**config.mk**
```make
export PLATFORM = sky130hd
export DESIGN_NAME = alu_stage
export DESIGN_NICKNAME = d
export VERILOG_FILES = /design/src/common/alu_ops_pkg.sv /design/src/common/core_types_pkg.sv /design/src/rtl/alu_stage.sv
export SDC_FILE = /design/constraint.sdc
export NUM_CORES = 1
export LEC_CHECK = 0
export ABC_CLOCK_PERIOD_IN_PS = 5800
export BUFFER_PORTS_ARGS = -buffer_cell sky130_fd_sc_hd__buf_2
export CORE_ASPECT_RATIO = 0.5
export CORE_UTILIZATION = 45
export CTS_CLUSTER_DIAMETER = 100
export CTS_CLUSTER_SIZE = 10
export DETAILED_ROUTE_END_ITERATION = 6
export MAX_ROUTING_LAYER = met4
export PLACE_DENSITY = 0.7
export SLEW_MARGIN = 40
export SYNTH_ARGS = -nofsm -noshare
export SYNTH_HDL_FRONTEND = slang
export SYNTH_SLANG_ARGS = --single-unit
export TNS_END_PERCENT = 5
```
**constraint.sdc**
```tcl
create_clock -name clk -period 5.8 [get_ports clk]
set_input_delay 1.16 -clock clk [delete_from_list [all_inputs] [get_ports clk]]
set_output_delay 1.16 -clock clk [all_outputs]
set_load 0.02 [all_outputs]
```
**src/common/alu_ops_pkg.sv**
```systemverilog
`default_nettype none

package alu_ops_pkg;

  localparam int ALU_CMD_W = 4;

  typedef logic [ALU_CMD_W-1:0] alu_cmd_t;

  localparam alu_cmd_t CMD_ADD  = 4'h0;
  localparam alu_cmd_t CMD_SUB  = 4'h1;
  localparam alu_cmd_t CMD_AND  = 4'h2;
  localparam alu_cmd_t CMD_OR   = 4'h3;
  localparam alu_cmd_t CMD_XOR  = 4'h4;
  localparam alu_cmd_t CMD_SLL  = 4'h5;
  localparam alu_cmd_t CMD_SLT  = 4'h6;
  // reserves the destination only, result comes back on the memory bus
  localparam alu_cmd_t CMD_LOAD = 4'hf;

endpackage

`default_nettype wire

```
**src/common/core_types_pkg.sv**
```systemverilog
`default_nettype none

package core_types_pkg;

  localparam int DATA_W     = 32;
  localparam int PREG_W     = 6;
  localparam int PREG_COUNT = 64;
  localparam int AGE_W      = 4;
  localparam int IQ_SIZE    = 8;
  localparam int IQ_IDX_W   = 3;

  // operand and result word
  typedef logic [DATA_W-1:0]   data_t;
  // physical register number, already renamed
  typedef logic [PREG_W-1:0]   preg_t;
  // dispatch order tag, wraps around
  typedef logic [AGE_W-1:0]    age_t;
  typedef logic [IQ_IDX_W-1:0] iq_idx_t;

endpackage

`default_nettype wire

```
**src/rtl/alu_stage.sv**
```systemverilog
`timescale 1ns/1ps
`default_nettype none

module alu_stage (
  input  logic                  clk,
  input  logic                  rst,
  input  logic                  issue_valid,
  input  alu_ops_pkg::alu_cmd_t issue_cmd,
  input  core_types_pkg::data_t issue_op1,
  input  core_types_pkg::data_t issue_op2,
  input  core_types_pkg::preg_t issue_dest,
  output logic                  result_valid,
  output core_types_pkg::preg_t result_tag,
  output core_types_pkg::data_t result_data
);
  import core_types_pkg::*;
  import alu_ops_pkg::*;

  data_t alu_out;

  always_comb begin
    case (issue_cmd)
      CMD_ADD: alu_out = issue_op1 + issue_op2;
      CMD_SUB: alu_out = issue_op1 - issue_op2;
      CMD_AND: alu_out = issue_op1 & issue_op2;
      CMD_OR:  alu_out = issue_op1 | issue_op2;
      CMD_XOR: alu_out = issue_op1 ^ issue_op2;
      // shift amount from op2[4:0] only
      CMD_SLL: alu_out = issue_op1 << issue_op2[4:0];
      CMD_SLT: alu_out = data_t'($signed(issue_op1) < $signed(issue_op2));
      default: alu_out = '0;
    endcase
  end

  always_ff @(posedge clk) begin
    if (rst) begin
      result_valid <= 1'b0;
    end else begin
      result_valid <= issue_valid;
    end
  end

  always_ff @(posedge clk) begin
    if (issue_valid) begin
      result_tag  <= issue_dest;
      result_data <= alu_out;
    end
  end

endmodule

`default_nettype wire

```
[Word-level counts from Yosys, hierarchy flattened]
Cells that the tools add are included.
Word-level totals
  flip-flop bits (word level): 39
  input bits: 77
  output and inout port bits: 39
  word-level logic and storage cells: 18
Operators by class
  add/sub/neg operators: 2
  magnitude comparators: 1
  equal/unequal tests: 6
  shift-type cells: 1
  muxes and demuxes: 1
  bitwise logic cells: 3
  reduce and logical (&&, ||, !) cells: 1
Operators with widths (count)
  32-bit one-hot mux with 7 select lines: 1
  32-bit adder: 1
  32-bit AND: 1
  32-bit < comparator: 1
  32-bit OR: 1
  32-bit by 5-bit << shifter with 32-bit output: 1
  32-bit subtractor: 1
  32-bit XOR: 1
  4-bit by 3-bit == test with 1-bit output, second input constant: 3
  4-bit by 2-bit == test with 1-bit output, second input constant: 2
  4-bit by 1-bit == test with 1-bit output, second input constant: 1
  4-bit zero test: 1

[Longest topological paths before layout]
  word-level depth: 2
  depth in mapped cells: 14
  mapped depth without buffers: 13

[Least setup slack after synthesis]
No wires, ideal clock.
  kind: input -> register
  from: in issue_op2[2]
  to: reg result_data[24] (data pin)
  setup time: 265 ps
  arrival: 3820 ps
  required time: 5535 ps
  path slack: 1715 ps
  stages: 14
  cell sequence: inv_1 clkbuf_1 clkbuf_1 ha_1 buf_2 nor2b_1 o221ai_2 o211ai_2 o31ai_2 o31a_1 o31ai_2 a22oi_2 xnor2_1 o21ai_1
On the way
  cells in the longest elaborated chain, start to end: 2
Ends and longest elaborated chain
  start, declared: RTL line alu_stage.sv:10  | input core_types_pkg::data_t issue_op2,
  32-bit subtractor (tied with other cells): RTL line alu_stage.sv:24  | CMD_SUB: alu_out = issue_op1 - issue_op2;
  32-bit one-hot mux with 7 select lines *: RTL line alu_stage.sv:22  | case (issue_cmd)
  named net alu_out[24]: RTL line alu_stage.sv:19  | data_t alu_out;
  end signal, assigned: RTL line alu_stage.sv:46  | result_data <= alu_out;
  end, declared: RTL line alu_stage.sv:14  | output core_types_pkg::data_t result_data
Mark *: on every way through the listed nets, which the timed path passes. The rest lies on a longest branch.
A chain may end at the register's enable or synchronous reset.

[Worst setup path in the final report]
  from: in issue_op2[2]
  to: reg result_data[15] (data pin)
The elaborated chain is that of the path after synthesis.

==> summary.txt <==
Clock tree
  – # H-tree levels: 2
  – CTS tree: done
  – Setup bufs post-CTS: 0
  – CTS root buf: clkbuf_16
  – Max Buffers Root-to-Sink: 2
  – CTS clk-pin slew, worst paths: 0.07 ns
  – Post-cts resize count: 0
  – Cts hold-fix bufs: 0
  – CTS Buf Count: 5
  – Clock Sinks: 39

Timing
  – Final period utilization: 81.3%
  – RSZ-0062 raised after global routing: no
  – Setup-failing EPs final: 0
  – Slew Limit Fails: 0
  – Worst Tran Pin Value: 0.876 ns
  – Final Hold Slack: 1.01 ns
  – Endpoints failing hold: 0
  – Max Clock Freq: 212 MHz
  – Rel. slew slack: 41.4%
  – Minimum clock period: 4.72 ns
  – Post-Route Setup TNS: 0 ns

Drt
  – Via density: 6.62
  – First-pass detailed-route iteration total: 5
  – Drt wl/cell: 26.0 um
  – Iteration-0 DRC Markers: 1,272
  – Post-route ant nets: 0
  – DRT Wirelength: 34.9 mm
  – DRC: 0
  – DR vias: 8,892

Layout
  – Fill cell count: 1,687
  – Share of cells above drive strength 1: 17.7%
  – Cell area after layout: 8810 um2
  – Util after Layout: 52.4%
  – Most frequent cells in the layout: 114 x buf_2, 106 x ha_1, 102 x inv_1
  – Synthesis-to-layout area growth: 10.8%
  – Commonest non-fill, non-tap cell in the layout: buf_2
  – Final nets: 1,300
  – Post-Layout Cell Count: 1,344

Synthesis
  – Post-Syn Area: 7950 um2
  – Synth top area share: 16.7%
  – Largest area contributor in the netlist: ha_1
  – Yosys warning count: 0
  – Yosys reg bits: 39
  – Primary FF master, synth: edfxtp_1
  – Seq/Total Area, Yosys: 14.6%
  – Synth Instances: 1,047
  – Top cells by area, synth: ha_1 17%, edfxtp_1 14%, a21oi_1 6.4%
  – EDFF count, synth: 38
  – Asr flop ratio synth: 0%
  – Post-synthesis cell type count: 89
  – Syn_nets: 1,232
  – Syn avg cell area: 7.59 um2

Min path
  – Min-delay src: rst
  – Hold Path Depth: 2
  – Hold/Removal Path Class: in2reg
  – Endpoint, Worst Hold: result_valid

GRT
  – Vias in the first global route: 7,815
  – Remaining global-route overflow: 0
  – Gr usage total: 39.6%
  – Busiest metal layer after global routing: met1
  – GR Layer Usage met3: 10.3%
  – Grt met1 use: 59.5%
  – Pin count of the biggest net entering global routing: 40
  – Initial antenna violation count: 1
  – Global-route wire length before repair: 51.4 mm
  – Grt met2 use: 52.1%

Critical path
  – CP max FO: 24
  – CP startpoint kind: input port
  – Critical path endpoint category: register
  – Worst endpoint data arrival time: 4.76 ns
  – Critical setup path kind: in2reg
  – WP data required: 5.85 ns
  – Worst path cell trace: buf_2 > inv_1 > ha_1 > nand4b_1 > a21oi_2 > o21a_1 > a31oi_1 > o31ai_1 > mux2_2 > o21ai_0 > o211ai_1
  – Worst stage delay on the critical path: 0.60 ns
  – Slowest cell on crit path: ha_1

Placement
  – Port-buffer cells: 115
  – Routability Congestion: 1.07
  – Dpl cells: 1,335
  – HPWL Detailed: 27.5 mm
  – Dpl cell area: 8630 um2

Floorplan
  – I/O pins: 116
  – Die Wd: 190 um
  – Core ar.: 16,800 um2
  – Starting Density: 47.3%
  – Placement row count: 33
  – Die Area: 18,200 um2
  – Die Ht: 96.0 um

Power
  – Maximum VDD drop: 0.0000971 V
  – Sw Ratio: 45.5%
  – Static Leakage: 3.83 nW
  – Pwr/cell area: 171 nW/um2
  – Pint: 0.823 mW
  – Clock power frac: 23.3%
  – NetSw: 0.687 mW
  – Combinational share of power: 52.8%
  – Sequential Power Share: 23.9%

Outcome
  – Status: complete, no violations

Job
  – Max_cap viols: 0
## worst max-delay path: cells and delay by family
family                     cells  cell delay [ns]
and+or+nand+nor                1             0.21
muxes                          1             0.38
buffers and inverters          2             0.80
AOI/OAI and AO/OA              6             1.61
adders and majority gates      1             0.60
## metrics by stage
step                      total power, mW  setup WS, ns
final                                1.51          1.08
after global routing                 1.57         0.968
after CTS                            1.48          1.29
after detailed placement             1.13         0.982
after global placement               1.13         0.922
after floorplan                     0.864          1.72
## layer usage
layer / vias to the layer above / wire, um
met3: 38 / 4960
li1: 3966 / -
met5: - / 0
met4: 0 / 447
met2: 592 / 13200
met1: 4296 / 16300
## Yosys cell counts, types with 6 or more instances
cell and number:
and2_1 6, a221oi_1 16, mux4_2 18, a22oi_1 21, clkbuf_1 44, inv_1 102, o22ai_1 6, edfxtp_1 38
nand2b_1 7, a21oi_1 101, nor2b_1 9, o21ai_1 10, mux2i_1 22, xnor2_1 20, ha_1 106, a31oi_1 10
o21bai_1 13, nand4_1 8, o211ai_1 21, buf_2 16, nor3_1 24, nand2_1 89, o31ai_1 12, and3_1 6
a211oi_1 16, o21ai_0 77, nor2_1 94, nand3_1 17
## power by group through the flow
stage	Combinational (mW)	Sequential, mW	Clock [mW]
after floorplan	0.471	0.393	0
after detailed placement	0.764	0.365	0
final	0.797	0.360	0.352
after CTS	0.768	0.359	0.351
after global placement	0.763	0.366	0
after global routing	0.851	0.362	0.361
## sequential cells by signal, summed over array words and instances, names as in the netlist
register      flops
result_data      32
result_tag        6
result_valid      1
## worst max-delay path by stage
stage / startpoint / to / slack [ns] / depth (start not counted)
2_1_floorplan: issue_op2[2] / result_data[24] / 1.72 / 14
3_3_place_gp: issue_op2[2] / result_data[14] / 0.92 / 9
3_5_place_dp: issue_op2[2] / result_data[15] / 0.98 / 11
4_1_cts: issue_op2[2] / result_data[15] / 1.29 / 11
5_1_grt: issue_op2[2] / result_data[15] / 0.97 / 11
6_report: issue_op2[2] / result_data[15] / 1.08 / 11
## kinds of logic (layout without fill, tap and decap cells)
| family | after synthesis | after routing | synth area share [%] |
|---|---|---|---|
| AOI/OAI and AO/OA | 378 | 378 | 32.1 |
| and+or+nand+nor | 283 | 283 | 16.5 |
| buffers and inverters | 174 | 243 | 8.85 |
| adders and majority gates | 108 | 108 | 17.2 |
| muxes | 44 | 44 | 8.44 |
| DFF | 39 | 39 | 14.6 |
| xor gates and xnor gates | 21 | 21 | 2.31 |
| other | 0 | 1 | 0 |
## final cells by class
class / instances / area, um2 / area share, %
inverters: 105 / 394 / 4.48
well taps: 227 / 284 / 3.22
multi-input cells: 834 / 6100 / 69.3
clock inverters: 2 / 35.0 / 0.398
flip-flops and latches: 39 / 1160 / 13.2
clock buffers: 6 / 139 / 1.58
diodes: 1 / 2.50 / 0.0284
repair buffers: 130 / 691 / 7.84
No activity file was read; power rests on OpenSTA's default activity.
