## config.mk

```make
export PLATFORM = sky130hd
export DESIGN_NAME = operand_fetch
export DESIGN_NICKNAME = d
export VERILOG_FILES = /design/src/common/alu_ops_pkg.sv /design/src/common/core_types_pkg.sv /design/src/rtl/operand_fetch.sv
export SDC_FILE = /design/constraint.sdc
export NUM_CORES = 2
export LEC_CHECK = 0
export BUFFER_PORTS_ARGS = -buffer_cell sky130_fd_sc_hd__buf_2
export CAP_MARGIN = 10
export CORE_MARGIN = 5
export CORE_UTILIZATION = 46
export CTS_CLUSTER_SIZE = 14
export DETAILED_ROUTE_END_ITERATION = 8
export PLACE_DENSITY = 0.6
export SLEW_MARGIN = 10
export SYNTH_ARGS = -nofsm -noshare
export SYNTH_HDL_FRONTEND = slang
export SYNTH_SLANG_ARGS = --single-unit
```

## constraint.sdc

```tcl
create_clock -name clk -period 4.12 [get_ports clk]
set_input_delay 1.236 -clock clk [delete_from_list [all_inputs] [get_ports clk]]
set_output_delay 1.236 -clock clk [all_outputs]
set_load 0.02 [all_outputs]
```

## src/common/alu_ops_pkg.sv

```systemverilog
`default_nettype none

package alu_ops_pkg;

  localparam int ALU_CMD_W = 4;

  typedef logic [ALU_CMD_W-1:0] alu_cmd_t;

  localparam alu_cmd_t CMD_ADD  = 4'h0;
  localparam alu_cmd_t CMD_SUB  = 4'h1;
  localparam alu_cmd_t CMD_AND  = 4'h2;
  localparam alu_cmd_t CMD_OR   = 4'h3;
  localparam alu_cmd_t CMD_XOR  = 4'h4;
  localparam alu_cmd_t CMD_SLL  = 4'h5;
  localparam alu_cmd_t CMD_SLT  = 4'h6;
  // reserves the destination only, result comes back on the memory bus
  localparam alu_cmd_t CMD_LOAD = 4'hf;

endpackage

`default_nettype wire

```

## src/common/core_types_pkg.sv

```systemverilog
`default_nettype none

package core_types_pkg;

  localparam int DATA_W     = 32;
  localparam int PREG_W     = 6;
  localparam int PREG_COUNT = 64;
  localparam int AGE_W      = 4;
  localparam int IQ_SIZE    = 8;
  localparam int IQ_IDX_W   = 3;

  // operand and result word
  typedef logic [DATA_W-1:0]   data_t;
  // physical register number, already renamed
  typedef logic [PREG_W-1:0]   preg_t;
  // dispatch order tag, wraps around
  typedef logic [AGE_W-1:0]    age_t;
  typedef logic [IQ_IDX_W-1:0] iq_idx_t;

endpackage

`default_nettype wire

```

## src/rtl/operand_fetch.sv

```systemverilog
`timescale 1ns/1ps
`default_nettype none

module operand_fetch (
  input  logic                  clk,
  input  logic                  rst,
  input  logic                  dispatch_valid,
  input  alu_ops_pkg::alu_cmd_t dispatch_cmd,
  input  core_types_pkg::preg_t dispatch_src1,
  input  core_types_pkg::preg_t dispatch_src2,
  input  core_types_pkg::preg_t dispatch_dest,
  input  core_types_pkg::data_t dispatch_imm,
  input  logic                  dispatch_use_imm,
  input  logic                  alu_wb_valid,
  input  core_types_pkg::preg_t alu_wb_tag,
  input  core_types_pkg::data_t alu_wb_data,
  input  logic                  mem_wb_valid,
  input  core_types_pkg::preg_t mem_wb_tag,
  input  core_types_pkg::data_t mem_wb_data,
  output logic                  fetch_valid,
  output alu_ops_pkg::alu_cmd_t fetch_cmd,
  output core_types_pkg::data_t fetch_op1,
  output core_types_pkg::data_t fetch_op2,
  output logic                  fetch_op1_valid,
  output logic                  fetch_op2_valid,
  output core_types_pkg::preg_t fetch_dest
);
  import core_types_pkg::*;
  import alu_ops_pkg::*;

  data_t                 rf_value [PREG_COUNT];
  logic [PREG_COUNT-1:0] rf_ready;

  data_t src1_data;
  data_t src2_data;
  logic  src1_valid;
  logic  src2_valid;

  // register value, then same-cycle broadcast, else the pending tag
  function automatic logic [DATA_W:0] read_src(
    input preg_t src,
    input logic  ready,
    input data_t value,
    input logic  a_valid,
    input preg_t a_tag,
    input data_t a_data,
    input logic  m_valid,
    input preg_t m_tag,
    input data_t m_data
  );
    logic [DATA_W:0] res;
    if (ready) begin
      res = {1'b1, value};
    end else if (a_valid && a_tag == src) begin
      res = {1'b1, a_data};
    end else if (m_valid && m_tag == src) begin
      res = {1'b1, m_data};
    end else begin
      res = {1'b0, data_t'(src)};
    end
    return res;
  endfunction

  always_comb begin
    {src1_valid, src1_data} = read_src(dispatch_src1, rf_ready[dispatch_src1],
                                       rf_value[dispatch_src1],
                                       alu_wb_valid, alu_wb_tag, alu_wb_data,
                                       mem_wb_valid, mem_wb_tag, mem_wb_data);
    {src2_valid, src2_data} = read_src(dispatch_src2, rf_ready[dispatch_src2],
                                       rf_value[dispatch_src2],
                                       alu_wb_valid, alu_wb_tag, alu_wb_data,
                                       mem_wb_valid, mem_wb_tag, mem_wb_data);
    if (dispatch_use_imm) begin
      src2_valid = 1'b1;
      src2_data  = dispatch_imm;
    end
  end

  always_ff @(posedge clk) begin
    if (rst) begin
      rf_ready <= '1;
      for (int i = 0; i < PREG_COUNT; i++) begin
        rf_value[i] <= '0;
      end
    end else begin
      if (alu_wb_valid) begin
        rf_value[alu_wb_tag] <= alu_wb_data;
        rf_ready[alu_wb_tag] <= 1'b1;
      end
      if (mem_wb_valid) begin
        rf_value[mem_wb_tag] <= mem_wb_data;
        rf_ready[mem_wb_tag] <= 1'b1;
      end
      // a new producer wins over any writeback to the same register
      if (dispatch_valid) begin
        rf_ready[dispatch_dest] <= 1'b0;
      end
    end
  end

  // loads never enter the queue
  always_ff @(posedge clk) begin
    if (rst) begin
      fetch_valid <= 1'b0;
    end else begin
      fetch_valid <= dispatch_valid && (dispatch_cmd != CMD_LOAD);
    end
  end

  always_ff @(posedge clk) begin
    if (dispatch_valid) begin
      fetch_cmd       <= dispatch_cmd;
      fetch_op1       <= src1_data;
      fetch_op2       <= src2_data;
      fetch_op1_valid <= src1_valid;
      fetch_op2_valid <= src2_valid;
      fetch_dest      <= dispatch_dest;
    end
  end

endmodule

`default_nettype wire

```

# ---- Word level (Yosys, flattened, before mapping)
# Memories as Yosys holds them, arrays and structs flattened.
# Index checks and enable logic that the tools add are counted.
# W data, S select, Z words.
dict set report word_totals {
  reg_bits 141
  ramBits 2048
  in_bits 136
  out_inout_bits 77
  elab_cells 74
  memories 1
}
dict set report op_classes {
  magnitude_cmp 8
  n_eq_ne 5
  mux 36
  bitwise 4
  reduce_logical 12
}
# memory depth width read_ports rd_ports_with_merged_regs wr line_no
set memory_table {}
lappend memory_table {rf_value 64 32 2 0 64 operand_fetch.sv:31} ;# data_t rf_value [PREG_COUNT];
# op n
set op_table {}
lappend op_table {{$mux W64} 5}
lappend op_table {{$mux W32} 7}
lappend op_table {{$or A64 B64 Y64} 2}
lappend op_table {{$mux W33} 2}
lappend op_table {{$and A64 B64 Y64} 1}
lappend op_table {{$not A64 Y64} 1}
lappend op_table {{$reduce_or A32 Y1} 2}
lappend op_table {{$lt A6 B7 Y1 const B} 5}
lappend op_table {{$eq A6 B6 Y1} 4}
lappend op_table {{$demux W1 S6} 3}
lappend op_table {{$ge A6 B1 Y1 const B} 3}
lappend op_table {{$mux W1} 15}
lappend op_table {{$bmux W1 S6} 2}
lappend op_table {{$mux W6} 2}
lappend op_table {{$logic_and A1 B1 Y1} 8}
lappend op_table {{$ne A4 B4 Y1 const B} 1}
lappend op_table {{$reduce_or A3 Y1} 1}
lappend op_table {{$reduce_or A2 Y1} 1}

# ---- Depth between registers and ports, before layout
dict set report depth {
  word_depth 12
  depth_mapped 12
  ltp_nobuf 6
}

# ---- Least setup slack after synthesis
# OpenSTA, ideal clock, no wires.
dict set report synth_timing {
  path_kind {input port to flip-flop}
  startpoint {input dispatch_src1[0]}
  endpoint {register fetch_op1[30], data pin}
  setup_ns 0.268
  arrival_time_ns 3.618
  required_time_ns 3.852
  slack_ns 0.234
  stages 9
  n_path_buf 5
  cell_sequence {buf_2 > buf_4 > buf_4 > buf_2 > buf_2 > mux4_2 > mux4_2 > a22oi_1 > a31oi_1}
}
dict set report synth_via {
  elab_chain_cells 5
  word_cells_on_any_way 10
  cone_classes {eq/ne (2); mux (5); reduce/logical (2); memory (1)}
}
# element line_no
set synth_rtl {}
lappend synth_rtl {{from (decl)} operand_fetch.sv:9} ;# input core_types_pkg::preg_t dispatch_src1,
lappend synth_rtl {{parallel branches: the longest is 4 deep, another holds $bmux W1 S6} n/a}
lappend synth_rtl {{$mux W32 *} operand_fetch.sv:52} ;# if (ready) begin
lappend synth_rtl {{named net src1_data[30]} operand_fetch.sv:34} ;# data_t src1_data;
lappend synth_rtl {{to (signal assigned)} operand_fetch.sv:113} ;# fetch_op1 <= src1_data;
lappend synth_rtl {{to (decl)} operand_fetch.sv:22} ;# output core_types_pkg::data_t fetch_op1,
# Mark *: on every way through the listed nets, which the timed path passes. The select of a mux whose other input is x is not followed.
# A chain may end at the register's enable or synchronous reset.

# ---- Worst setup path in the final report
dict set report layout_timing {
  startpoint {input dispatch_src2[0]}
  endpoint {register fetch_op2[1], data pin}
}
dict set report layout_via {
  elab_chain_cells 6
  word_cells_on_any_way 11
  cone_classes {eq/ne (2); mux (6); reduce/logical (2); memory (1)}
}
# element line_no
set layout_rtl {}
lappend layout_rtl {{from (decl)} operand_fetch.sv:10} ;# input core_types_pkg::preg_t dispatch_src2,
lappend layout_rtl {{parallel branches: the longest is 4 deep, another holds $bmux W1 S6} n/a}
lappend layout_rtl {{$mux W32 *} operand_fetch.sv:52}
lappend layout_rtl {{$mux W32 *} operand_fetch.sv:73} ;# if (dispatch_use_imm) begin
lappend layout_rtl {{named net src2_data[1]} operand_fetch.sv:35} ;# data_t src2_data;
lappend layout_rtl {{to (signal assigned)} operand_fetch.sv:114} ;# fetch_op2 <= src2_data;
lappend layout_rtl {{to (decl)} operand_fetch.sv:23} ;# output core_types_pkg::data_t fetch_op2,
# Marked as above.

==> flow_summary.json <==
{
  "die_x_um": 528,
  "hp-class": "reg -> reg",
  "ys_async_sr_fraction_pct": 0,
  "via_per_inst": 8.04,
  "drv_cap": 0,
  "synth_most_common_cell": "edfxtp_1",
  "cp-end-kind": "register",
  "setup_viol": 0,
  "dieArea_sq_mm": 0.278,
  "cts_buffer_depth": 3,
  "tns_ns": 0,
  "wirelength_mm": 581,
  "ys.flop_type": "edfxtp_1",
  "portBuffers": 212,
  "cts_root_buf": "clkbuf_16",
  "ant_nets": 0,
  "ys_ff_latch": 2189,
  "slew_headroom_pct": 12.1,
  "antenna_found_initial": 33,
  "critPathRequiredTime_ns": 4.81,
  "grt_max_degree": 89,
  "synth_common_cells": "2124 x edfxtp_1, 2035 x a22o_1, 1177 x mux4_2",
  "synth_top_area_cell": "edfxtp_1",
  "crit_end": "fetch_op2[1]",
  "syn_avg_cell_area_sq_um": 15.2,
  "cts.sinks": 2189,
  "rsz0062_at_grt": "false",
  "clk_latency_ns": 0.94,
  "finClkSkew_ns": 0.0531,
  "hpwlAfterDp_mm": 354,
  "ys_seq_area_share_pct": 52.8,
  "cts_tree": "built",
  "cts_resized": 0,
  "drive_above_1_share_pct": 34.1,
  "die_h_um": 528,
  "dpl.cell_count": 11448,
  "dr_total_vias": 95724,
  "ys_types": 62,
  "ios": 213,
  "num_rows": 190,
  "r2r-end": "fetch_op2[13]",
  "finalCritPeriodShare_pct": 90.8,
  "cts_made_buffers": 233,
  "startpoint": "dispatch_src2[0]",
  "peakVddDrop_mv": 0.375,
  "synthCells": 8102,
  "cts_max_level": 4,
  "synth_area_leaders": "edfxtp_1 52%, mux4_2 21%, a22o_1 14%, clkbuf_1 3.4%, a22oi_1 1.9%",
  "cts_setup_buffers": 0,
  "cp_max_fo": 20,
  "hp-start": "rf_ready[41]",
  "firstDrtPassIters": 8,
  "period_needed_ns": 3.74,
  "worst_pin_slew_ns": 1.32,
  "hold_viol_final": 0,
  "power_density_mw_per_mm2": 395,
  "syn_to_final_growth_pct": 16.2,
  "hold_slack_ns": 0.491,
  "drc": 0,
  "gp_congestion": 1.03,
  "grt_pass1_vias": 93201,
  "start_util_pct": 46.1,
  "path_clk_slew_ns": 0.07,
  "maxSlewViolCount": 0,
  "fmax_mhz": 267,
  "r2r.worst_path.cells": 7,
  "r2r-start": "rf_value[35][13]",
  "crit_type": "in -> reg",
  "power_leakage_nw": 47.4,
  "outcome": "complete, no violations",
  "arrival_ns": 4.43,
  "nNetsFinal": 8268,
  "final-instance-count-excl-fill": 11906,
  "wl_per_cell_um": 48.8,
  "synth-edff-count": 2124,
  "reg2reg_setup_slack_ns": 1.14,
  "synth_top_area_share_pct": 51.7,
  "cp-start-kind": "primary input",
  "synth_warnings": 0,
  "drt_iter0_drc": 17375,
  "grt_overflow_total": 0,
  "syn-cell-area_sq_mm": 0.123,
  "grtUsageTotal_pct": 40.7,
  "synth_nets": 8238,
  "core_sq_mm": 0.267,
  "cts_hold_buf": 0,
  "grt_pass1_wl_mm": 781
}
-- layout make-up --
type,count,area (sq um)
Tap cell,3552,4440
Inverter,2,7.51
Clock buffer,294,6210
Fill cell,21178,124000
Multi-Input combinational cell,4608,54000
Sequential cell,2189,65100
Antenna cell,15,37.5
Clock inverter,148,1400
Timing Repair Buffer,1098,12100
-- flip-flops by register name, summed over array words and instances, names as in the netlist, 4 cells and up --
signal / cells
rf_value: 2048
rf_ready: 64
fetch_op1: 32
fetch_op2: 32
fetch_dest: 6
fetch_cmd: 4
-- logic make-up after synthesis --
logic type | synth area share [%]
buffers and inverters | 4.17
AND/OR/NAND/NOR | 2.52
XOR/XNOR | 0.170
multiplexers | 21.9
AO/OA/AOI/OAI | 18.4
flip-flops | 52.8
-- how the worst min path moves through the flow --
stage	endpoint	slack (ns)	cells past startpoint
floorplan	rf_ready[47]	0.46	1
global placement	rf_ready[41]	0.47	1
detailed placement	rf_ready[41]	0.49	1
CTS	fetch_cmd[1]	0.47	1
global route	fetch_cmd[0]	0.48	1
finish	rf_ready[41]	0.49	1
-- cells in the final DEF (no fill, tap or decap), types with 60 or more instances in the layout --
cell / n
edfxtp_1: 2124
a22o_1: 2035
mux4_2: 1177
buf_4: 545
buf_12: 344
a22oi_1: 314
clkbuf_16: 239
buf_2: 203
a21oi_1: 183
nor2_1: 150
nand2_1: 71
nor3_2: 66
dfxtp_1: 65
clkinv_1: 60
-- worst max-delay path, cell delays in order --
cell and delay (ns):
buf_8 0.19, buf_12 0.22, buf_12 0.25, buf_12 0.17, mux4_2 0.49, a22oi_1 0.26, a21oi_1 0.15, buf_4 0.21
nor4_1 0.63, buf_4 0.22, nor2_1 0.04, o31a_1 0.28
-- report_power, final --
group          leakage [nW]  switching (mW)  internal, mW
logic                  23.0            5.32          3.39
registers              20.8           0.679          25.7
clock network          3.68            9.58          11.9
-- per-stage QoR --
| step | power (mW) | util [%] | setup slack (ns) | area (sq um) |
|---|---|---|---|---|
| global route | 57.5 | 53.6 | 0.433 | 143000 |
| global placement | 35.0 | 50.7 | -0.492 | 136000 |
| finish | 56.5 | 53.6 | 0.379 | 143000 |
| floorplan | 31.0 | - | 0.234 | 123000 |
| detailed placement | 35.1 | 50.7 | -0.525 | 136000 |
| CTS | 56.1 | 53.5 | 0.440 | 143000 |
-- metal layers --
metal  track usage [%]  wire length (um)  up-vias
li1                  -                 -    34874
met2              59.1            250000     9360
met4              33.5             60400       26
met3              15.9             87700     2414
met5                 0               132        -
met1              47.9            183000    49050
No activity file was read; power rests on OpenSTA's default activity.
